### src/core_macros.svh
// Widths, CSR addresses and reset values for the instruction front end
// Only machine-mode trap CSRs are implemented; other CSR addresses read 0
// One 64-bit word is fetched per request, so the PC steps by 8 bytes
`ifndef CORE_MACROS_SVH
`define CORE_MACROS_SVH

// Datapath widths
`define XLEN            64
`define ADDR_W          64
`define CSR_ADDR_W      12

// Machine CSR addresses
`define CSR_MTVEC       12'h305
`define CSR_MEPC        12'h341

// Byte step per fetched word
`define PC_STEP         8

// Trap vector after reset
`define TRAP_VEC_RESET  64'h100

`endif

### src/core_pkg.sv
// Shared types of the instruction front end
// Widths come from core_macros.svh
// redirect_e lists the redirect causes; REDIR_NONE means the PC advances normally
`default_nettype none

`include "core_macros.svh"

package core_pkg;

    // Vectors with a fixed meaning
    typedef logic [`ADDR_W-1:0]     addr_t;
    typedef logic [`XLEN-1:0]       word_t;
    typedef logic [`CSR_ADDR_W-1:0] csr_addr_t;

    // ----------------------------------------
    // Redirect cause, listed by priority
    // ----------------------------------------
    typedef enum logic [2:0] {
        REDIR_NONE,
        REDIR_DEBUG,
        REDIR_TRAP,
        REDIR_ERET,
        REDIR_BRANCH
    } redirect_e;

    // ----------------------------------------
    // Fetch unit request FSM
    // ----------------------------------------
    typedef enum logic [1:0] {
        FETCH_IDLE,
        FETCH_WAIT_GNT,
        FETCH_WAIT_RVALID
    } fetch_state_e;

endpackage

`default_nettype wire

### src/fetch_unit.sv
// Instruction memory request FSM with a single output entry
// One request outstanding at a time; req and addr are held until the grant
// A flush while a request is in flight marks it killed: its answer is dropped
// and it does not advance the PC; the held output entry is cleared as well
`timescale 1ns/10ps
`default_nettype none

module fetch_unit import core_pkg::*; (
    input  logic  clk_i,
    input  logic  rst_ni,
    input  logic  enable_i,
    input  logic  flush_i,
    input  addr_t fetch_pc_i,
    output logic  advance_o,
    // Instruction memory port
    output logic  instr_req_o,
    output addr_t instr_addr_o,
    input  logic  instr_gnt_i,
    input  logic  instr_rvalid_i,
    input  word_t instr_rdata_i,
    // Fetch output
    output logic  fetch_valid_o,
    output addr_t fetch_addr_o,
    output word_t fetch_rdata_o,
    input  logic  fetch_ready_i
);

    fetch_state_e state_q, state_d;
    logic         killed_q, killed_d;
    logic         out_free;
    logic         fill;
    addr_t        req_addr_q;

    // Output entry
    logic         out_valid_q;
    addr_t        out_addr_q;
    word_t        out_rdata_q;

    // Free now, or being taken at this edge
    assign out_free = !out_valid_q || fetch_ready_i;

    // ----------------------------------------
    // Request FSM
    // ----------------------------------------
    always_comb begin
        state_d      = state_q;
        killed_d     = killed_q;
        instr_req_o  = 1'b0;
        instr_addr_o = req_addr_q;
        advance_o    = 1'b0;
        fill         = 1'b0;

        case (state_q)
            FETCH_IDLE: begin
                instr_addr_o = fetch_pc_i;
                if (enable_i && out_free && !flush_i) begin
                    instr_req_o = 1'b1;
                    if (instr_gnt_i) begin
                        advance_o = 1'b1;
                        state_d   = FETCH_WAIT_RVALID;
                    end else begin
                        state_d   = FETCH_WAIT_GNT;
                    end
                end
            end
            FETCH_WAIT_GNT: begin
                instr_req_o = 1'b1;
                if (flush_i) begin
                    killed_d = 1'b1;
                end
                if (instr_gnt_i) begin
                    // A killed request must not move the redirected PC
                    advance_o = !killed_q && !flush_i;
                    state_d   = FETCH_WAIT_RVALID;
                end
            end
            FETCH_WAIT_RVALID: begin
                if (flush_i) begin
                    killed_d = 1'b1;
                end
                if (instr_rvalid_i) begin
                    fill     = !killed_q && !flush_i;
                    killed_d = 1'b0;
                    state_d  = FETCH_IDLE;
                end
            end
            default: state_d = FETCH_IDLE;
        endcase
    end

    always_ff @(posedge clk_i or negedge rst_ni) begin
        if (!rst_ni) begin
            state_q     <= FETCH_IDLE;
            killed_q    <= 1'b0;
            out_valid_q <= 1'b0;
        end else begin
            state_q  <= state_d;
            killed_q <= killed_d;
            if (flush_i) begin
                out_valid_q <= 1'b0;
            end else if (fill) begin
                out_valid_q <= 1'b1;
            end else if (fetch_ready_i) begin
                out_valid_q <= 1'b0;
            end
        end
    end

    // Address and data registers
    always_ff @(posedge clk_i) begin
        if (state_q == FETCH_IDLE && instr_req_o) begin
            req_addr_q <= fetch_pc_i;
        end
        if (fill) begin
            out_addr_q  <= req_addr_q;
            out_rdata_q <= instr_rdata_i;
        end
    end

    assign fetch_valid_o = out_valid_q;
    assign fetch_addr_o  = out_addr_q;
    assign fetch_rdata_o = out_rdata_q;

endmodule

`default_nettype wire

### config.mk
export PLATFORM = sky130hd
export DESIGN_NAME = fetch_unit
export DESIGN_NICKNAME = d
export VERILOG_FILES = /design/src/core_pkg.sv /design/src/fetch_unit.sv
export VERILOG_INCLUDE_DIRS = /design/src /design/src/src
export SDC_FILE = /design/constraint.sdc
export NUM_CORES = 1
export LEC_CHECK = 0
export ABC_AREA = 1
export BUFFER_PORTS_ARGS = -buffer_cell sky130_fd_sc_hd__buf_2
export CELL_PAD_IN_SITES_DETAIL_PLACEMENT = 1
export CELL_PAD_IN_SITES_GLOBAL_PLACEMENT = 1
export CORE_MARGIN = 3
export CORE_UTILIZATION = 36
export DETAILED_ROUTE_END_ITERATION = 12
export HOLD_SLACK_MARGIN = 0.08
export PLACE_DENSITY = 0.78
export RECOVER_POWER = 100
export SYNTH_ARGS = -nofsm -noshare
export SYNTH_HDL_FRONTEND = slang
export SYNTH_SLANG_ARGS = --single-unit
### constraint.sdc
create_clock -name clk_i -period 4.8 [get_ports clk_i]
set_input_delay 0.48 -clock clk_i [delete_from_list [all_inputs] [get_ports clk_i]]
set_output_delay 0.48 -clock clk_i [all_outputs]
set_load 0.1 [all_outputs]
After elaboration in Yosys (flattened, before gate mapping)
Index checks and enable logic that the tools add are counted.
W data, S select, Z words.
{"block": "word_totals", "word_cells": 43, "input_bits": 135, "regBits": 196, "out_inout_bits": 195}
{"block": "op_classes", "n_eq_ne": 5, "mux": 20, "reduce_logical": 12}
{"cell": "$mux W64", "n": 1}
{"cell": "$mux W1", "n": 11}
{"cell": "$mux W2", "n": 4}
{"cell": "$ne A2 B2 Y1 const B", "n": 3}
{"cell": "$pmux W1 S2", "n": 3}
{"cell": "$pmux W2 S3", "n": 1}
{"cell": "$logic_and A1 B1 Y1", "n": 4}
{"cell": "$logic_not A1 Y1", "n": 3}
{"cell": "$reduce_and A3 Y1", "n": 1}
{"cell": "$reduce_bool A3 Y1", "n": 1}
{"cell": "$eq A2 B1 Y1 const B", "n": 1}
{"cell": "$eq A2 B2 Y1 const B", "n": 1}
{"cell": "$logic_not A2 Y1", "n": 1}
{"cell": "$reduce_bool A2 Y1", "n": 1}
{"cell": "$logic_or A1 B1 Y1", "n": 1}

Longest topological paths before layout
Gate-level depths: netlist of the first run.
{"block": "logic_depth", "depth_word": 7, "mapped_depth": 7, "mapped_depth_nobuf": 7}

Least setup slack after synthesis of the first run
OpenSTA, ideal clock, no wires.
{"block": "synth_path", "path_kind": "flip-flop to flip-flop", "start": "register out_valid_q, in the netlist fetch_valid_o", "end": "register req_addr_q[0], enable pin", "path_buffers": 0, "setup_ns": 0.486, "t_required_ns": 4.314, "slack_ns": 0.504, "t_arrival_ns": 3.810, "period_less_slack_ns": 4.296, "stages_incl_launch_ff": 6, "cell_sequence": "dfrtp_1 -> nand2_1 -> nand2_1 -> nand2_1 -> nand2_1 -> nor2_1"}
{"block": "synth_via", "elab_chain_len": 7}
{"item": "start: declaration", "line_no": "fetch_unit.sv:35", "source": "logic out_valid_q;"}
{"item": "start signal: assignment", "line_no": "fetch_unit.sv:95", "source": "out_valid_q <= 1'b0;"}
{"item": "start signal: assignment", "line_no": "fetch_unit.sv:100", "source": "out_valid_q <= 1'b0;"}
{"item": "start signal: assignment", "line_no": "fetch_unit.sv:102", "source": "out_valid_q <= 1'b1;"}
{"item": "$logic_not A1 Y1", "line_no": "fetch_unit.sv:40", "source": "assign out_free = !out_valid_q || fetch_ready_i;"}
{"item": "$logic_or A1 B1 Y1", "line_no": "fetch_unit.sv:40"}
{"item": "$logic_and A1 B1 Y1 (2 in a row)", "line_no": "fetch_unit.sv:56", "source": "if (enable_i && out_free && !flush_i) begin"}
{"item": "$mux W1", "line_no": "fetch_unit.sv:56"}
{"item": "$pmux W1 S2", "line_no": "fetch_unit.sv:53", "source": "case (state_q)"}
{"item": "$logic_and A1 B1 Y1", "line_no": "fetch_unit.sv:111", "source": "if (state_q == FETCH_IDLE && instr_req_o) begin"}
{"item": "end signal: assignment", "line_no": "fetch_unit.sv:112", "source": "req_addr_q <= fetch_pc_i;"}
{"item": "end: declaration", "line_no": "fetch_unit.sv:32", "source": "addr_t req_addr_q;"}
No other way between the ends.
A chain may end at the register's enable or synchronous reset.

Worst setup path in the final report of the first run
{"block": "layout_path", "start": "register state_q[0]", "end": "output port instr_addr_o[14]"}
{"block": "layout_via", "elab_chain_len": 2}
{"item": "start: declaration", "line_no": "fetch_unit.sv:28", "source": "fetch_state_e state_q, state_d;"}
{"item": "start signal: assignment", "line_no": "fetch_unit.sv:97", "source": "state_q <= state_d;"}
{"item": "$logic_not A2 Y1", "line_no": "fetch_unit.sv:53"}
{"item": "$mux W64", "line_no": "fetch_unit.sv:53"}
{"item": "end: declaration", "line_no": "fetch_unit.sv:17", "source": "output addr_t instr_addr_o,"}
No other way between the ends.

==> results.md, run 1 <==
- Nets: 920
- Top cell type's share of synthesized area: 83.6%
- Sequential fraction of the synthesis area: 85.1%
- Run status: finished, violations left
- CTS H-Tree Depth: 4
- Die X: 144 um
- Hold Path Stages: 1
- Vias: 4729
- Fin util: 49.5%
- Routed length per instance: 19.3 um
- Max incr delay on CP: 860 ps
- Commonest non-fill, non-tap cells in the layout: 214 x clkbuf_1, 203 x nand2_1, 192 x edfxtp_1, 118 x buf_2, 17 x clkbuf_16
- Root Buffer: clkbuf_16
- Setup TNS: 0 ps
- Failing checks: capacitance limit, slew limit
- Worst-path clk slew: 80 ps
- CTS max path bufs: 2
- Startpoint Class: flip-flop
- Min cycle time layout: 3900 ps
- Post-synthesis average cell area: 15.6 um2
- Number of setup buffers added after CTS: 0
- Overflow after GRT: 0
- Rel. slew slack: -9.28%
- Worst-case vdd ir drop: 438 uV
- Arr. time, crit path: 3420 ps
- Hold Crit Start: instr_rdata_i[54]
- Global-route usage over all layers: 18.2%
- Post-Synthesis Cells: 442
- Placed Cells: 991
- Largest net degree at the start of global routing: 71
- Residual DRC: 0
- GPL Wtd Cong: 0.798
- DPL Wire Length: 14800 um
- Final total power: 7060 uW
- Final setup fails: 0
- Area leader, netlist: edfxtp_1
- Maxcap violations: 3
- Worst R2R End: req_addr_q[19]
- RSZ-0062 raised after global routing: false
- Synth Net Count: 580
- Required @ worst endpoint: 4320 ps
- Top FF cell, synth: edfxtp_1
- Drt initial violations: 232
- Die H: 144 um
- Post-CTS resize count: 0
- Post-Layout Cell Count: 1028
- Clock Skew: 15.1 ps
- Worst hold endpoint: fetch_rdata_o[54]
- Leakage: 0.00351 uW
- R2R Path Start: state_q[0]
- Initial antenna violation count: 3
- Clock sinks: 196
- Yosys warnings: 0
- Register-to-register setup slack: 1320 ps
- Number of enable flip-flop cells after synthesis: 192
- Worst-skew pair later-pin latency: 420 ps
- Commonest non-fill, non-tap cell in the layout: clkbuf_1
- Vias in the first global route: 5033
- CP max FO: 40
- Router iterations before antenna repair: 6
- Register bit count reported by yosys: 196
- Synth top area cells: edfxtp_1 84%, nand2_1 11%, dfrtp_1 1.5%, buf_6 1.1%, inv_1 0.60%
- I/O pins: 330
- Placeable Area: 18400 um2
- Period utilisation layout: 81.2%
- Num CTS Buffers: 17
- Cell area after synthesis: 6890 um2
- Crit-path slowest cell: clkbuf_1
- Die area: 20800 um2
- Critical path's top delay family: buffers and inverters
- Worst Hold Class: in -> reg
- Antenna-violating nets left: 0
- Initial cell density of the core: 37.5%
- Number of buffers added on ports: 329
- Proportion of layout cells with a drive suffix above 1: 19.5%
- Final Hold Fails: 0
- CTS tree: done
- First-pass GRT wire length: 28400 um
- Crit. path cell count: 7
- Worst Max-Slew Pin Slew: 1640 ps
- Vias/cell: 4.60
- Synthesis-to-layout area growth: 32.1%
- PD cells: 775 nW/um2
- Synth async-reset ratio: 2.04%
- WHS: 228 ps
- Crit. End Element: output port
- Synth cell types: 17
- CTS Hold Bufs: 1
- R2R depth: 6
- Worst path buffer plus inverter count: 4
- Slew Limit Fails: 89
- Setup CP Type: reg -> out
- Fmax: 0.257 GHz
- Total wire length: 19900 um
- Row count: 49
- Critical-path cell list: inv_1, ha_1, inv_1, buf_4, nand2_1, nand2_1, clkbuf_1
-- registers in the layout, indices dropped and copies added (netlist names) --
signal,flops
fetch_addr_o,64
fetch_rdata_o,64
fetch_valid_o,1
killed_q,1
req_addr_q,64
state_q,2
-- layout make-up --
cell class	count	area, um2
Multi-Input combinational cell	220	871
Timing Repair Buffer	335	1440
Clock inverter	14	159
Antenna cell	4	10.0
Tap cell	229	287
Clock buffer	18	429
Fill cell	2062	9290
Inverter	12	50.0
Sequential cell	196	5870
-- Yosys cell counts (2+ instances only) --
library cell,n
buf_2,5
ha_1,3
nand4_1,2
dfrtp_1,4
buf_6,7
edfxtp_1,192
inv_1,11
nand2_1,203
nand3_1,2
nor2_1,6
-- kinds of logic (layout without fill, tap and decap cells) --
kind of cell,count (synthesis),in the layout,share of synthesized area [%]
adders and majority gates,3,3,0.545
other,0,4,0
buffers and inverters,26,379,2.32
AOI/OAI and AO/OA,3,3,0.272
DFF,196,196,85.1
and+or+nand+nor,214,214,11.8
-- report_power, final --
group	switching, uW	internal (uW)
registers	75.8	2120
logic	3090	371
clock network	665	741
total	3830	3230
-- worst max-delay path by stage --
stage / from / to
6_report: state_q[0] / instr_addr_o[14]
5_1_grt: state_q[0] / instr_addr_o[16]
4_1_cts: state_q[0] / advance_o
3_5_place_dp: state_q[0] / req_addr_q[7]
3_3_place_gp: state_q[0] / req_addr_q[20]
2_1_floorplan: fetch_valid_o / req_addr_q[0]
-- through the flow --
| step | setup WS (ps) | area, um2 |
|---|---|---|
| 4_1_cts | 1530 | 9380 |
| 3_3_place_gp | 1860 | 8780 |
| 6_report | 903 | 9110 |
| 3_5_place_dp | 1760 | 8780 |
| 2_1_floorplan | 504 | 6890 |
| 5_1_grt | 671 | 9100 |
-- metal layers --
| metal | vias to the layer above | track usage, % | wire length [um] |
|---|---|---|---|
| met2 | 215 | 34.4 | 11100 |
| li1 | 2216 | - | - |
| met4 | 0 | 7.22 | 374 |
| met3 | 28 | 5.89 | 1690 |
| met1 | 2270 | 18.5 | 6740 |
| met5 | - | 0 | 0 |
-- worst register-to-register path: stages, from the launching register on --
cell     delay, ps
dfrtp_1        410
inv_1           90
ha_1           170
inv_1          410
buf_4          470
nor2_2        1240
buf_12         340
No activity file was read; power rests on OpenSTA's default activity.
==> inputs of run 2 (changes only) <==
--- a/config.mk
+++ b/config.mk
@@ -11,10 +11,10 @@
 export CELL_PAD_IN_SITES_DETAIL_PLACEMENT = 1
 export CELL_PAD_IN_SITES_GLOBAL_PLACEMENT = 1
 export CORE_MARGIN = 3
-export CORE_UTILIZATION = 36
+export CORE_UTILIZATION = 32
 export DETAILED_ROUTE_END_ITERATION = 12
 export HOLD_SLACK_MARGIN = 0.08
-export PLACE_DENSITY = 0.78
+export PLACE_DENSITY = 0.73
 export RECOVER_POWER = 100
 export SYNTH_ARGS = -nofsm -noshare
 export SYNTH_HDL_FRONTEND = slang
==> constraint.sdc (replaced) <==
create_clock -name clk_i -period 3.4 [get_ports clk_i]
set_input_delay 0.34 -clock clk_i [delete_from_list [all_inputs] [get_ports clk_i]]
set_output_delay 0.34 -clock clk_i [all_outputs]
set_load 0.1 [all_outputs]
==> results.md, run 2 (synthesis results as in run 1) <==
- Run status: completed
- Largest net degree at the start of global routing: 77 (+8.5%)
- WHS: 107 ps (-121 ps)
- Antenna-violating nets left: 0 (unchanged)
- Commonest non-fill, non-tap cell in the layout: nand2_1
- Clock sinks: 196 (unchanged)
- Router iterations before antenna repair: 4 (-2)
- Worst Max-Slew Pin Slew: 1300 ps (-343 ps)
- Crit-path slowest cell: buf_4
- Root Buffer: clkbuf_16
- Worst Hold Class: in -> reg
- First-pass GRT wire length: 32300 um (+14%)
- Die X: 153 um (+5.8%)
- Die area: 23300 um2 (+12%)
- Fmax: 0.336 GHz
- Crit. path cell count: 8 (+1)
- Vias/cell: 4.38 (-4.7%)
- Sequential share of power: 30.5% (-0.6 points)
- CP max FO: 66 (+65%)
- Global-route usage over all layers: 17.9% (-0.31 points)
- Arr. time, crit path: 2640 ps (-780 ps)
- CTS tree: done
- Residual DRC: 0 (unchanged)
- Final Hold Fails: 0 (unchanged)
- Startpoint Class: flip-flop
- Proportion of layout cells with a drive suffix above 1: 21.3% (+1.8 points)
- Synthesis-to-layout area growth: 45.6%
- Critical-path cell list: inv_1, ha_1, buf_4, nor2_1, inv_1, nand2_1, nor3_2, clkbuf_2
- GPL Wtd Cong: 0.801 (+0.40%)
- Worst-path clk slew: 80 ps (about the same)
- CTS H-Tree Depth: 4 (unchanged)
- Critical path's top delay family: buffers and inverters
- RSZ-0062 raised after global routing: false
- Setup CP Type: reg -> out
- Num CTS Buffers: 17 (unchanged)
- R2R depth: 6 (unchanged)
- Post-CTS resize count: 0 (unchanged)
- Max incr delay on CP: 590 ps (-270 ps)
- Hold Path Stages: 1 (unchanged)
- Maxcap violations: 0 (-3)
- Drt initial violations: 269 (+16%)
- Diode count: 0 (-4)
- Number of setup buffers added after CTS: 0 (unchanged)
- Routed length per instance: 18.6 um (-4.0%)
- Vias in the first global route: 5519 (+9.7%)
- Psw: 5510 uW (+44%)
- Crit. End Element: output port
- Gate power share: 49.4% (+0.4 points)
- Clock network power share: 20.1% (+0.2 points)
- Commonest non-fill, non-tap cells in the layout: 203 x nand2_1, 192 x edfxtp_1, 186 x clkbuf_1, 82 x dlygate4sd3_1, 76 x buf_2
- CTS Hold Bufs: 82 (+81)
- PD cells: 1020 nW/um2 (+31%)
- Placeable Area: 21100 um2 (+15%)
- Period utilisation layout: 87.6%
- I/O pins: 330 (unchanged)
- Fin util: 47.6% (-1.9 points)
- Most frequent CP cell: inv_1
- Die H: 153 um (+5.8%)
- Number of buffers added on ports: 329 (unchanged)
- Worst path buffer plus inverter count: 4 (unchanged)
- Worst-skew pair later-pin latency: 430 ps (about the same)
- Worst-case vdd ir drop: 665 uV (+52%)
- CTS max path bufs: 2 (unchanged)
- Sw Share: 54.0% (-0.26 points)
- FILL cells: 2348 (+14%)
- Required @ worst endpoint: 3060 ps (-1260 ps)
- Initial antenna violation count: 0 (-3)
- Initial cell density of the core: 32.7% (-4.8 points)
- Leakage: 0.00396 uW (+13%)
- Min cycle time layout: 2980 ps
- Vias: 5060 (+7.0%)
- Setup TNS: 0 ps (unchanged)
- Clock Skew: 10.7 ps (-4.39 ps)
- Total wire length: 21400 um (+7.8%)
- DPL Wire Length: 14300 um (-3.2%)
- Final setup fails: 0 (unchanged)
- Nets: 1004 (+9.1%)
- Slew Limit Fails: 0 (-100%)
- Internal power consumption: 4700 uW (+45%)
- Row count: 53 (+8.2%)
- Rel. slew slack: 14.0% (+23 points)
- Overflow after GRT: 0 (unchanged)
[run 2: changes by cell type in the layout (fill, tap and decap cells not counted), moves of 3 or more]
cell / before / now
buf_2: 118 / 76
buf_4: 2 / 5
clkbuf_1: 214 / 186
clkbuf_2: 0 / 69
diode_2: 4 / 0
dlygate4sd3_1: 1 / 82
inv_6: 7 / 4
[run 2: through the flow]
| step | worst slack (ps) | cells | instance area (um2) | total power, uW |
|---|---|---|---|---|
| 2_1_floorplan | 160 | 442 | 6910 | 7380 |
| 3_3_place_gp | 636 | 1040 | 8850 | 8130 |
| 3_5_place_dp | 536 | 1040 | 8850 | 8180 |
| 4_1_cts | 368 | 1154 | 10300 | 10300 |
| 5_1_grt | 186 | 1154 | 10000 | 10600 |
| 6_report | 421 | 1154 | 10000 | 10200 |
[run 2: layout make-up]
cell class	count	area [um2]	area share, %
repair buffers	419	2290	22.8
multi-input cells	220	881	8.77
clock buffers	18	429	4.27
well taps	275	344	3.43
inverters	12	48.8	0.486
clock inverters	14	181	1.81
flip-flops and latches	196	5870	58.4
[run 2: worst paths after layout]
kind	startpoint	end	slack [ps]
max in group asynchronous	rst_ni	state_q[0]	2930
min in group asynchronous	rst_ni	fetch_valid_o	280
worst max register to register	state_q[0]	fetch_rdata_o[60]	430
worst min-delay path	fetch_pc_i[42]	req_addr_q[42]	110
worst min register to register	req_addr_q[22]	fetch_addr_o[22]	450
worst max-delay path	state_q[0]	advance_o	420
[run 2: power by group through the flow]
| stage | Sequential (uW) | Combinational (uW) | Clock [uW] |
|---|---|---|---|
| finish | 3110 | 5040 | 2050 |
| global route | 3140 | 5270 | 2200 |
| CTS | 3100 | 5110 | 2110 |
| detailed placement | 3150 | 5030 | 0 |
| global placement | 3130 | 5000 | 0 |
| floorplan | 3420 | 3960 | 0 |
[run 2: metal layers]
| metal | track usage, % | vias up | part of all wire [%] |
|---|---|---|---|
| met2 | 33.2 | 211 | 54 |
| met3 | 5.17 | 25 | 6.7 |
| met5 | 0 | - | 0 |
| met4 | 5.73 | 0 | 1.5 |
| met1 | 19.8 | 2445 | 38 |
| li1 | - | 2379 | - |
