`config.mk`:
```
export PLATFORM = sky130hd
export DESIGN_NAME = trap_csr
export DESIGN_NICKNAME = d
export VERILOG_FILES = /design/src/core_pkg.sv /design/src/trap_csr.sv
export VERILOG_INCLUDE_DIRS = /design/src /design/src/src
export SDC_FILE = /design/constraint.sdc
export NUM_CORES = 1
export LEC_CHECK = 0
export ABC_AREA = 1
export BUFFER_PORTS_ARGS = -buffer_cell sky130_fd_sc_hd__buf_4
export CAP_MARGIN = 5
export CORE_AREA = 2 2 129 131
export DETAILED_ROUTE_END_ITERATION = 7
export DIE_AREA = 0 0 131 133
export PLACE_DENSITY = 0.74
export RECOVER_POWER = 50
export SLEW_MARGIN = 20
export SYNTH_ARGS = -nofsm -noshare
export SYNTH_HDL_FRONTEND = slang
export SYNTH_SLANG_ARGS = --single-unit
export TNS_END_PERCENT = 1
```
`constraint.sdc`:
```
create_clock -name clk_i -period 1.55 [get_ports clk_i]
set_input_delay 0.2325 -clock clk_i [delete_from_list [all_inputs] [get_ports clk_i]]
set_output_delay 0.2325 -clock clk_i [all_outputs]
set_load 0.01 [all_outputs]
```
`src/core_macros.svh`:
```
// Widths, CSR addresses and reset values for the instruction front end
// Only machine-mode trap CSRs are implemented; other CSR addresses read 0
// One 64-bit word is fetched per request, so the PC steps by 8 bytes
`ifndef CORE_MACROS_SVH
`define CORE_MACROS_SVH

// Datapath widths
`define XLEN            64
`define ADDR_W          64
`define CSR_ADDR_W      12

// Machine CSR addresses
`define CSR_MTVEC       12'h305
`define CSR_MEPC        12'h341

// Byte step per fetched word
`define PC_STEP         8

// Trap vector after reset
`define TRAP_VEC_RESET  64'h100

`endif

```
`src/core_pkg.sv`:
```
// Shared types of the instruction front end
// Widths come from core_macros.svh
// redirect_e lists the redirect causes; REDIR_NONE means the PC advances normally
`default_nettype none

`include "core_macros.svh"

package core_pkg;

    // Vectors with a fixed meaning
    typedef logic [`ADDR_W-1:0]     addr_t;
    typedef logic [`XLEN-1:0]       word_t;
    typedef logic [`CSR_ADDR_W-1:0] csr_addr_t;

    // ----------------------------------------
    // Redirect cause, listed by priority
    // ----------------------------------------
    typedef enum logic [2:0] {
        REDIR_NONE,
        REDIR_DEBUG,
        REDIR_TRAP,
        REDIR_ERET,
        REDIR_BRANCH
    } redirect_e;

    // ----------------------------------------
    // Fetch unit request FSM
    // ----------------------------------------
    typedef enum logic [1:0] {
        FETCH_IDLE,
        FETCH_WAIT_GNT,
        FETCH_WAIT_RVALID
    } fetch_state_e;

endpackage

`default_nettype wire

```
`src/trap_csr.sv`:
```
// Machine trap CSRs: mtvec and mepc
// A CSR write lands on the next clock edge, reads are combinational
// An exception loads mepc and overrides a CSR write to mepc in the same cycle
// mtvec is kept 4-byte aligned; unknown addresses read as 0
`timescale 1ns/10ps
`default_nettype none

`include "core_macros.svh"

module trap_csr import core_pkg::*; (
    input  logic      clk_i,
    input  logic      rst_ni,
    // CSR access port
    input  logic      csr_we_i,
    input  csr_addr_t csr_addr_i,
    input  word_t     csr_wdata_i,
    output word_t     csr_rdata_o,
    // Exception entry
    input  logic      ex_valid_i,
    input  addr_t     ex_pc_i,
    // To the PC logic
    output addr_t     trap_vec_o,
    output addr_t     epc_o
);

    addr_t mtvec_q;
    addr_t mepc_q;

    // ----------------------------------------
    // Register update
    // ----------------------------------------
    always_ff @(posedge clk_i or negedge rst_ni) begin
        if (!rst_ni) begin
            mtvec_q <= `TRAP_VEC_RESET;
            mepc_q  <= '0;
        end else begin
            if (csr_we_i && csr_addr_i == `CSR_MTVEC) begin
                // Vector base is word aligned, mode bits unsupported
                mtvec_q <= {csr_wdata_i[`XLEN-1:2], 2'b00};
            end
            if (ex_valid_i) begin
                mepc_q <= ex_pc_i;
            end else if (csr_we_i && csr_addr_i == `CSR_MEPC) begin
                mepc_q <= csr_wdata_i;
            end
        end
    end

    // ----------------------------------------
    // Read mux
    // ----------------------------------------
    always_comb begin
        case (csr_addr_i)
            `CSR_MTVEC: csr_rdata_o = mtvec_q;
            `CSR_MEPC:  csr_rdata_o = mepc_q;
            default:    csr_rdata_o = '0;
        endcase
    end

    assign trap_vec_o = mtvec_q;
    assign epc_o      = mepc_q;

endmodule

`default_nettype wire

```
Word-level counts from Yosys, hierarchy flattened
Cells that the tools add are included. Widths: inputs -> output; s select.

Register bits: 126. Output and inout bits: 192.

Equality and inequality tests: 2. Multiplexer cells: 3. Reductions and logical operators: 3.

Operators by type and width (number): $mux 64 (2); $pmux 64 s2 (1); $eq 12x10->1 const B (2); $logic_and 1x1->1 (2); $reduce_bool 2->1 (1).

Logic depth before layout (Yosys ltp)
Gate-level depths: netlist of run 1.

Depth in word-level cells: 4. Mapped depth: 9. Gate-level depth less buffers: 8.

Worst setup path after synthesis of run 1
OpenSTA, ideal clock, no wires.

Path kind: input -> output. Start point: input port csr_addr_i[5]. End point: output port csr_rdata_o[10]. Arrival time: 1.238 ns. Data required time: 1.317 ns. Slack: 0.079 ns. Cell stages on the path: 8. Cells stage by stage: or2_1 > nor2_2 > buf_4 > nand2_1 > inv_2 > buf_2 > nand2_1 > nand2_1.

Longest elaborated chain between the ends: 2. Elaborated cells on any way between the ends: 3.

Ends and longest elaborated chain: start, declared (line trap_csr.sv:15) `input csr_addr_t csr_addr_i,`; $eq 12x10->1 (line trap_csr.sv:53) `case (csr_addr_i)`; $pmux 64 s2 (*) (line trap_csr.sv:53); end, declared (line trap_csr.sv:17) `output word_t csr_rdata_o,`.

Mark *: on every way between the ends. The rest lies on a longest branch, timed or not.

Worst setup path after layout of run 1
Start point: input port csr_addr_i[4]. End point: output port csr_rdata_o[63].

The elaborated chain is that of the path after synthesis.

==> results of run 1 <==
worst reg2reg max path, cell delays in order, from the launching register on:
cell and delay (ns):
dfstp_2 0.54, nand2_1 0.05, o21ai_1 0.08
cell families (layout without fill, tap and decap cells):
logic type             count (synthesis)  in the layout  synth area share
flip-flops                           126            126             0.471
AND/OR/NAND/NOR                      637            637             0.385
other                                  1              2          0.000559
AO/OA/AOI/OAI                         69             69            0.0515
buffers and inverters                138            483            0.0928
worst paths after layout:
kind                                start         endpoint  slack [ns]
max                         csr_addr_i[4]  csr_rdata_o[63]       -0.19
max in group asynchronous          rst_ni         epc_o[0]        0.16
min                        csr_wdata_i[8]    trap_vec_o[8]        0.04
max reg2reg                 trap_vec_o[8]    trap_vec_o[8]        0.81
min in group asynchronous          rst_ni   trap_vec_o[41]        0.54
min reg2reg                 trap_vec_o[8]    trap_vec_o[8]        0.49
per-layer routing:
metal / share of wire / vias to the layer above / GRT usage
met4: 0.029 / 0 / 0.117
met5: 0 / - / 0
li1: - / 3676 / -
met1: 0.38 / 3667 / 0.332
met3: 0.080 / 59 / 0.0696
met2: 0.51 / 386 / 0.457
stage by stage:
step | utilization | TNS, ns | setup WS (ns)
global route | 0.653 | -13.43 | -0.203
CTS | 0.637 | -3.55 | -0.0918
detailed placement | 0.590 | -22.69 | -0.200
global placement | 0.590 | -18.80 | -0.168
finish | 0.653 | -5.64 | -0.189
floorplan | - | 0 | 0.0793
area by class of cell:
cell class                 count  area [µm²]
timing repair buffer         381        3100
clock buffer                  22         484
tap                          220         275
clock inverter                10         159
multi-input combinational    708        3120
sequential                   126        3150
fill                        1456        5600
inverter                      70         278
timing repair:
action                                  CTS  global route
buffers inserted                          2             2
gates resized for setup                  14            65
gates cloned                              1            13
pin swaps                                 4            22
hold buffers                              1             0
endpoints found under the setup margin   62            62
endpoints found under the hold margin   125             0
registers in the layout, indices dropped and copies added, names as in the netlist:
name,flops
epc_o,64
trap_vec_o,62
power groups by stage:
stage	Clock (mW)	Combinational, mW	Sequential (mW)
after floorplan	0	0.429	3.74
after global placement	0	1.29	3.71
after detailed placement	0	1.31	3.71
after CTS	4.35	1.33	3.66
after global routing	4.51	1.41	3.69
final	4.29	1.28	3.68
cell usage in the layout, fill, tap and decap left out, types with 6 or more instances in the layout:
| master | instances |
|---|---|
| nand2_1 | 475 |
| clkbuf_1 | 65 |
| nand2_4 | 6 |
| clkbuf_16 | 27 |
| dfrtp_1 | 125 |
| nand2_2 | 16 |
| o21ai_1 | 62 |
| o21ai_0 | 7 |
| inv_1 | 68 |
| buf_4 | 266 |
| buf_12 | 18 |
| nand3_2 | 10 |
| nand3_1 | 117 |
| buf_6 | 20 |
==> results.md, run 1 <==
* Max-capacitance violation count at 0
* Clock power share at 0.464
* Failing checks: setup timing
* Clk root buf: clkbuf_16
* Die H at 133 µm
* WP data required at about 1.3 ns
* Die Wd at around 130 µm
* PD cells at 875 mW/mm²
* Comb pwr share at 0.138
* Asr flop ratio synth at 1.00
* Max FO, Critical Path at 6
* Antenna cells at 0
* HPWL after DPL at between 15 and 20 mm
* Yosys cell types at 20
* Final Hold Viols at 0
* Worst Hold Depth at 3
* Largest net degree at the start of global routing at between 70 and 80
* Number of synthesized flops with an enable pin at 0
* Via count at 7,788
* Routed len/inst at 17.3 µm
* Area leader, netlist: dfrtp_1
* Grt ovf at 0
* CTS clk-pin slew, worst paths at ~0.060 ns
* Crit-path slowest cell: or2_4
* WS Path Type: in2out
* Setup violations, final at between 60 and 70
* R2R depth at 2
* H-Tree Depth at 4
* Max-slew violation total from the final report at 0
* Ys Warns at 0
* Mapped cell area at 0.00670 mm²
* Synth top cells by count: 497 x nand2_1, 127 x nand3_1, 125 x dfrtp_1, 68 x inv_1, 62 x o21ai_1
* Power, Total at ~9 mW
* Port bufs at 333
* FMAX at ~580 MHz
* Lkg Pwr at just under 6 nW
* Initial DRC Count at roughly 550
* Post-Route WL at 26.6 mm
* Min Clock Period, post-route at 1.74 ns
* Critical Path, Cell by Cell: buf_6 -> or2_4 -> nor2_4 -> buf_12 -> clkbuf_16 -> clkbuf_16 -> nand3_1 -> nand2_1 -> buf_4
* Critical path's most frequent cell: clkbuf_16
* Ports at approximately 340
* Placed Instance Area at ~0.0095 mm²
* Area grow syn2layout at 57.7%
* Seq/Total Area, Yosys at 0.471
* DR vias/cell at 5.07
* Core Box Area at between 0.015 and 0.02 mm²
* Outcome: complete, but fails checks
* Sw Ratio at 0.250
* Hold WS at 0.0402 ns
* Clk_skew at 0 ns
* Slew HR at 0.280
* Share of the synthesized area in the top cell type at 0.467
* DRC at 0
* Buf/Inv on CP at 5
* Layout cells sized above 1 at 0.297
* Pre-antenna DRT Iters at 5
* Internal cell power at around 6.9 mW
* Sequential Power Share at 0.398
* Actual slew at the worst max-slew pin at roughly 1.1 ns
* Number of global-route vias before repair at roughly 7,000
* GRT Resource Usage Total at 0.273
* Placer Congestion at approximately 0.90
* Fin cells at approximately 1,500
* Sw power at around 2.3 mW
* Slowest Stage Delay on Critical Path at between 0.2 and 0.25 ns
* Unrepaired setup endpoints after global routing: true
* Initial core utilization at 0.414
* Critical Path End Type: primary output
* Final Cell Area at 0.0106 mm²
* Delay-heaviest family, CP: buffers and inverters
* CP arrival at roughly 1.5 ns
* Hold Crit Class: in2reg
* Cell Rows at between 40 and 50
* Initial antenna violation count at 0
* WP depth at 9
* Clock Latency Late Sink at a little over 0.4 ns
* Synth Area per Inst at about 7 µm²
* Post-Synthesis Cells at between 900 and 1,000
* Longest Clk Path Bufs at 2
* Count leader, synth: nand2_1
* Max rail drop VDD at ~770 µV
* Synth Register Bits at between 100 and 150
* TritonCTS clock tree: done
* Worst setup SP type: input port
* Final worst setup slack at -0.189 ns
* Top cells by area, synth: dfrtp_1 47%, nand2_1 28%, nand3_1 9.5%, o21ai_1 4.6%, inv_1 3.8%
* First-pass GRT wire length at 36.7 mm
* Total Die Area at ~0.017 mm²
* Prevailing post-synth register cell: dfrtp_1
* Period utilization at 1.12
* Clock sinks at approximately 130
* Layout Nets at ~1,400
* ANT nets after route at 0
* Inserted Clock Buffers at 17
* Cells after DPL at about 1,500
Note: power is estimated with default switching activity, not from simulation.
==> run 2: changes to the inputs <==
- ABC_AREA: 1 -> unset
- CORE_AREA: 2 2 129 131 -> 2 2 130 132
- DIE_AREA: 0 0 131 133 -> 0 0 132 134
- PLACE_DENSITY: 0.74 -> 0.71
==> run 2 against run 1 <==
Effect of this change: the run still ends with setup timing left; cell area fell by 5.9%; critical path type unchanged; die area rose by 1.5%; flip-flop and latch count did not move; critical path depth fell by 3; synthesized cell count fell by 41%; power fell by 2.0%.
==> results.md, run 2 <==
* Clock Latency Late Sink at 0.41 ns (about the same)
* Core Box Area at 0.0163 mm² (+0.73%)
* Mapped cell area at 0.00636 mm² (-5.1%)
* Final worst setup slack at -0.388 ns (-0.200 ns)
* Most frequent cells in the layout: 339 x buf_4, 125 x dfrtp_1, 62 x a22oi_1
* Largest register FFs at 64 (unchanged)
* Synth Register Bits at 126 (unchanged)
* Seq/Total Area, Yosys at 0.496 (+0.0253)
* Hold WS at 0.0361 ns (-0.00409 ns)
* FMAX at 516 MHz (-10%)
* Yosys cell types at 30 (+50%)
* Initial antenna violation count at 0 (unchanged)
* Slew HR at 0.347 (+0.0676)
* Post-Route WL at 21.7 mm (-19%)
* Min Clock Period, post-route at 1.94 ns (+0.200 ns)
* Max FO, Critical Path at 22 (+16)
* Initial DRC Count at 263 (-52%)
* Number of synthesized flops with an enable pin at 0 (unchanged)
* Synth Area per Inst at 11.0 µm² (+60%)
* Die H at 134 µm (+0.75%)
* Routed len/inst at 19.1 µm (+10%)
* Layout cells sized above 1 at 0.504 (+0.207)
* Pre-antenna DRT Iters at 5 (unchanged)
* Final Hold Viols at 0 (unchanged)
* Clk root buf: clkbuf_16
* Critical Path End Type: primary output
* Max-slew violation total from the final report at 0 (unchanged)
* Via count at 5,910 (-24%)
* Clk_skew at 0 ns (unchanged)
* Layout Nets at 1,047 (-28%)
* Cell Rows at 47 (unchanged)
* DR vias/cell at 5.21 (+2.8%)
* Post-Synthesis Cells at 577 (-41%)
* WP data required at 1.32 ns (about the same)
* H-Tree Depth at 4 (unchanged)
* Worst setup SP type: input port
* HPWL after DPL at 16.1 mm (-7.5%)
* Antenna cells at 0 (unchanged)
* Number of global-route vias before repair at 5,903 (-16%)
* Ports at 336 (unchanged)
* Fillers at 1,377 (-5.4%)
* Initial core utilization at 0.391 (-0.0240)
* WS Path Type: in2out
* TritonCTS clock tree: done
* Outcome: complete, but fails checks
* Inserted Clock Buffers at 17 (unchanged)
* CP arrival at 1.71 ns (+0.20 ns)
* Asr flop ratio synth at 1.00 (unchanged)
* Count leader, synth: dfrtp_1
* Area grow syn2layout at 56.3%
* Core Util, Final at 0.610 (-0.0432)
* Actual slew at the worst max-slew pin at 0.979 ns (-0.101 ns)
* Area leader, netlist: dfrtp_1
* Power, Total at 9.06 mW (-2.0%)
* Hold Crit Class: in2reg
* Total Die Area at 0.0177 mm² (+1.5%)
* Lkg Pwr at 4.93 nW (-17%)
* Top cells by area, synth: dfrtp_1 49%, mux2_2 9.4%, a22oi_1 7.3%, a221o_1 5.4%, mux2i_1 4.7%
* Failing checks: setup timing
* CTS clk-pin slew, worst paths at 0.06 ns (about the same)
* Prevailing post-synth register cell: dfrtp_1
* Largest net degree at the start of global routing at 76 (unchanged)
* DRC at 0 (unchanged)
* Port bufs at 333 (unchanged)
* Longest Clk Path Bufs at 2 (unchanged)
* Period utilization at 1.25 (+0.129)
* Share of the synthesized area in the top cell type at 0.492 (+0.0251)
* Clock sinks at 126 (unchanged)
* Unrepaired setup endpoints after global routing: true
* PD cells at 911 mW/mm² (+4.2%)
* Leading cell type in the layout, fill and taps excluded: buf_4
* Placer Congestion at 0.776 (-13%)
* Synth top cells by count: 125 x dfrtp_1, 62 x a22oi_1, 62 x nor2_1, 53 x mux2_2, 36 x nor2b_1
* Max-capacitance violation count at 0 (unchanged)
* GRT Resource Usage Total at 0.243 (-0.0308)
* Die Wd at 132 µm (+0.76%)
* Max rail drop VDD at 720 µV (-7.0%)
* Setup violations, final at 132 (+110%)
* Grt ovf at 0 (unchanged)
* First-pass GRT wire length at 33.2 mm (-9.5%)
* Ys Warns at 0 (unchanged)
* ANT nets after route at 0 (unchanged)
* Post-CTS Setup Repair Bufs at 0 (-2)
run 2: path summary, 6_finish.rpt:
path	endpoint	slack, ns	startpoint	cells after the start
setup / recovery	csr_rdata_o[63]	-0.39	csr_addr_i[5]	6
hold / removal	trap_vec_o[62]	0.04	csr_wdata_i[62]	2
setup reg to reg	epc_o[24]	0.60	epc_o[24]	2
hold reg to reg	epc_o[47]	0.51	epc_o[47]	2
max in group asynchronous	epc_o[23]	0.23	rst_ni	3
min in group asynchronous	epc_o[60]	0.58	rst_ni	3
run 2: layout make-up:
cell class                 instances  area, µm²  share of cell area
inverter                           1       3.75            0.000378
sequential                       126       3150               0.317
clock buffer                      19        443              0.0446
timing repair buffer             363       2930               0.294
clock inverter                    12        169              0.0170
multi-input combinational        394       2970               0.299
tap                              220        275              0.0277
run 2: metrics by stage:
step	TNS (ns)	area, µm²	cells	setup WS [ns]
finish	-26.85	9940	1135	-0.388
global route	-34.73	9940	1135	-0.437
CTS	-27.35	9960	1135	-0.392
detailed placement	-95.10	9280	1103	-0.611
global placement	-91.75	9280	1103	-0.608
floorplan	-48.63	6360	578	-0.414
run 2: cells by family after synthesis:
logic type	Yosys count	synth area share
mux	92	0.157
other cells	1	0.000590
compound gates	127	0.152
flops	126	0.496
simple gates	173	0.147
buf+inv	58	0.0474
run 2: per-layer routing:
| layer | part of all wire | vias up | global-route usage | wire, µm |
|---|---|---|---|---|
| met2 | 0.52 | 245 | 0.423 | 11200 |
| met4 | 0.020 | 0 | 0.0857 | 442 |
| met5 | 0 | - | 0 | 0 |
| met1 | 0.39 | 2887 | 0.289 | 8460 |
| li1 | - | 2751 | - | - |
| met3 | 0.074 | 27 | 0.0669 | 1600 |
run 2: where the power goes:
part	leakage (nW)	internal [mW]	switching, mW
combinational	2.99	0.719	0.582
clock	0.298	2.71	1.43
sequential	1.64	3.46	0.156
total	4.93	6.89	2.17
run 2: critical path: stages:
cell and delay (ns):
buf_6 0.09, or4_4 0.55, or3_4 0.39, buf_12 0.18
nor2_1 0.13, buf_4 0.13
run 2: timing repair:
item,in CTS,in global routing
endpoints found under the hold margin,125,0
hold buffers,1,0
pin swaps,1,0
gates resized for setup,18,9
endpoints found under the setup margin,176,189
==> run 3: changes to the inputs <==
- ABC_AREA: unset -> 1
- CORE_AREA: 2 2 130 132 -> 2 2 129 131
- DIE_AREA: 0 0 132 134 -> 0 0 131 133
- PLACE_DENSITY: 0.71 -> 0.74
- SETUP_SLACK_MARGIN: unset -> 0.02
- SKIP_LAST_GASP: unset -> 1
==> run 3 against run 2 <==
Effect of this change: the run still ends with setup timing left; via count increased by 30%; cell area grew 3.4%; sequential share of layout area down 1.0 points; clock power is 3% higher; register-to-register slack improved by 0.21 ns; routed wire length is 19% higher; first-iteration DRC count grew 120%; combinational power fell by 3%; highest routed layer unchanged.
==> results.md, run 3 (synthesis results as in run 1) <==
* Outcome: complete, but fails checks
* Failing checks: setup timing
* Ports at 336 (unchanged)
* Total Die Area at 0.0174 mm² (-1.5%)
* Final worst setup slack at -0.145 ns (+0.244 ns)
* Most frequent cells in the layout: 495 x nand2_1, 291 x buf_4, 126 x nand3_1
* Leading cell type in the layout, fill and taps excluded: nand2_1
* Clk_skew at 0 ns (unchanged)
* Hold WS at 0.0416 ns (+0.00546 ns)
* DRC at 0 (unchanged)
* Largest register FFs at 64 (unchanged)
* Max rail drop VDD at 768 µV (+6.6%)
* Clock sinks at 126 (unchanged)
* Critical Path, Cell by Cell: buf_4 -> or2_1 -> nor2_4 -> nand2_4 -> clkinv_8 -> clkbuf_16 -> nand2_1 -> nand2_1 -> buf_4
* Routed len/inst at 16.8 µm (-12%)
* GRT Resource Usage Total at 0.273 (+0.0301)
* Worst setup SP type: input port
* FMAX at 590 MHz (+14%)
* Worst hold endpoint: trap_vec_o[8]
* Layout cells sized above 1 at 0.277 (-0.227)
* Initial core utilization at 0.414 (+0.0240)
* Buf/Inv on CP at 4 (+1)
* Cells after DPL at 1,487 (+35%)
* HPWL after DPL at 17.4 mm (+8.1%)
* Lkg Pwr at 5.89 nW (+20%)
* Initial DRC Count at 575 (+120%)
* CP arrival at 1.46 ns (-0.25 ns)
* Port bufs at 333 (unchanged)
* Period utilization at 1.09 (-0.157)
* Slowest Stage Delay on Critical Path at 0.25 ns (-0.30 ns)
* Slew HR at 0.283 (-0.0641)
* Die Wd at 131 µm (-0.76%)
* Die H at 133 µm (-0.75%)
* Final Hold Viols at 0 (unchanged)
* Core Box Area at 0.0162 mm² (-0.72%)
* CTS clk-pin slew, worst paths at 0.06 ns (about the same)
* Layout Nets at 1,443 (+38%)
* Delay-heaviest family, CP: simple AND/OR/NAND/NOR gates
* Inserted Clock Buffers at 17 (unchanged)
* Fin cells at 1,532 (+35%)
* Max FO, Critical Path at 15 (-32%)
* Min Clock Period, post-route at 1.69 ns (-0.244 ns)
* Max-slew violation total from the final report at 0 (unchanged)
* H-Tree Depth at 4 (unchanged)
* Max-capacitance violation count at 0 (unchanged)
* Area grow syn2layout at 53.4%
* Hold Crit Class: in2reg
* First-pass GRT wire length at 36.6 mm (+10%)
* PD cells at 896 mW/mm² (-1.7%)
* WS Path Type: in2out
* Clk root buf: clkbuf_16
* Cell Rows at 47 (unchanged)
* Reg2reg end: trap_vec_o[8]
* Antenna cells at 0 (unchanged)
* Number of global-route vias before repair at 6,970 (+18%)
* Crit-path slowest cell: or2_1
* Placed Instance Area at 0.00954 mm² (+2.7%)
* Core Util, Final at 0.636 (+0.0254)
* Actual slew at the worst max-slew pin at 1.08 ns (+0.0961 ns)
* Clock Latency Late Sink at 0.41 ns (about the same)
* Via count at 7,678 (+30%)
* Worst Hold Depth at 3 (+1)
* R2R depth at 2 (unchanged)
* Placer Congestion at 0.897 (+16%)
* WP data required at 1.32 ns (about the same)
* Grt ovf at 0 (unchanged)
* R2r setup slk at 0.81 ns (+0.21 ns)
* Min-Delay Startpoint: csr_wdata_i[8]
* Setup violations, final at 62 (-53%)
* ANT nets after route at 0 (unchanged)
* TritonCTS clock tree: done
* Critical Path End Type: primary output
* Initial antenna violation count at 0 (unchanged)
* Unrepaired setup endpoints after global routing: true
* Pre-antenna DRT Iters at 5 (unchanged)
* Post-Route WL at 25.8 mm (+19%)
* Longest Clk Path Bufs at 2 (unchanged)
* DR vias/cell at 5.01 (-3.8%)
* Largest net degree at the start of global routing at 76 (unchanged)
* Final Cell Area at 0.0103 mm² (+3.4%)
* Critical R2R Launch: trap_vec_o[8]
## run 3: cell types whose count changed in the layout (fill, tap and decap cells not counted), sizes merged, moves of 36 or more
cell	delta
nor2	-53
buf	-51
inv	+68
a22oi	-62
nand2	+468
nor2b	-36
mux2	-62
nand3	+128
o21ai	+39
clkbuf	+67
## run 3: final cells by class
| class | instances | area [µm²] |
|---|---|---|
| clock buffers | 22 | 484 |
| clock inverters | 10 | 159 |
| flip-flops and latches | 126 | 3150 |
| well taps | 220 | 275 |
| multi-input cells | 708 | 2970 |
| fillers | 1504 | 5890 |
| repair buffers | 376 | 2960 |
| inverters | 70 | 278 |
## run 3: metrics by stage
stage	setup slack [ns]	total power, mW	TNS (ns)
floorplan	0.0793	4.17	0
global placement	-0.168	5.00	-18.80
detailed placement	-0.200	5.02	-22.69
CTS	-0.116	9.34	-5.34
global route	-0.201	9.58	-15.46
finish	-0.145	9.21	-5.85
## run 3: worst reg2reg max path: cells and delay by family (launching register included)
| kind | cells | cell delay, ns |
|---|---|---|
| compound gates | 1 | 0.08 |
| simple gates | 1 | 0.05 |
| flops | 1 | 0.54 |
## run 3: metal layers
metal	track usage	wire (µm)	vias up
li1	-	-	3670
met1	0.333	9940	3600
met2	0.458	13000	355
met3	0.0675	2020	53
met4	0.111	822	0
met5	0	0	-
## run 3: how the worst max path moves through the flow
stage | startpoint | endpoint | slack, ns | cells past startpoint
2_1_floorplan | csr_addr_i[5] | csr_rdata_o[10] | 0.08 | 8
3_5_place_dp | csr_addr_i[5] | epc_o[9] | -0.20 | 9
3_3_place_gp | csr_addr_i[5] | epc_o[1] | -0.17 | 9
4_1_cts | csr_addr_i[5] | csr_rdata_o[28] | -0.12 | 9
5_1_grt | csr_addr_i[5] | csr_rdata_o[63] | -0.20 | 8
6_report | csr_addr_i[5] | csr_rdata_o[63] | -0.14 | 9
## run 3: timing repair
item	in CTS	in global routing
hold buffers	1	0
endpoints found under the hold margin	125	0
gates cloned	1	9
endpoints found under the setup margin	62	64
gates resized for setup	8	12
pin swaps	2	4
buffers inserted	2	1
## run 3: where the power goes
| group | internal [mW] | switching [mW] |
|---|---|---|
| Clock | 2.86 | 1.43 |
| Sequential | 3.47 | 0.188 |
| Combinational | 0.599 | 0.660 |
| Total | 6.93 | 2.28 |
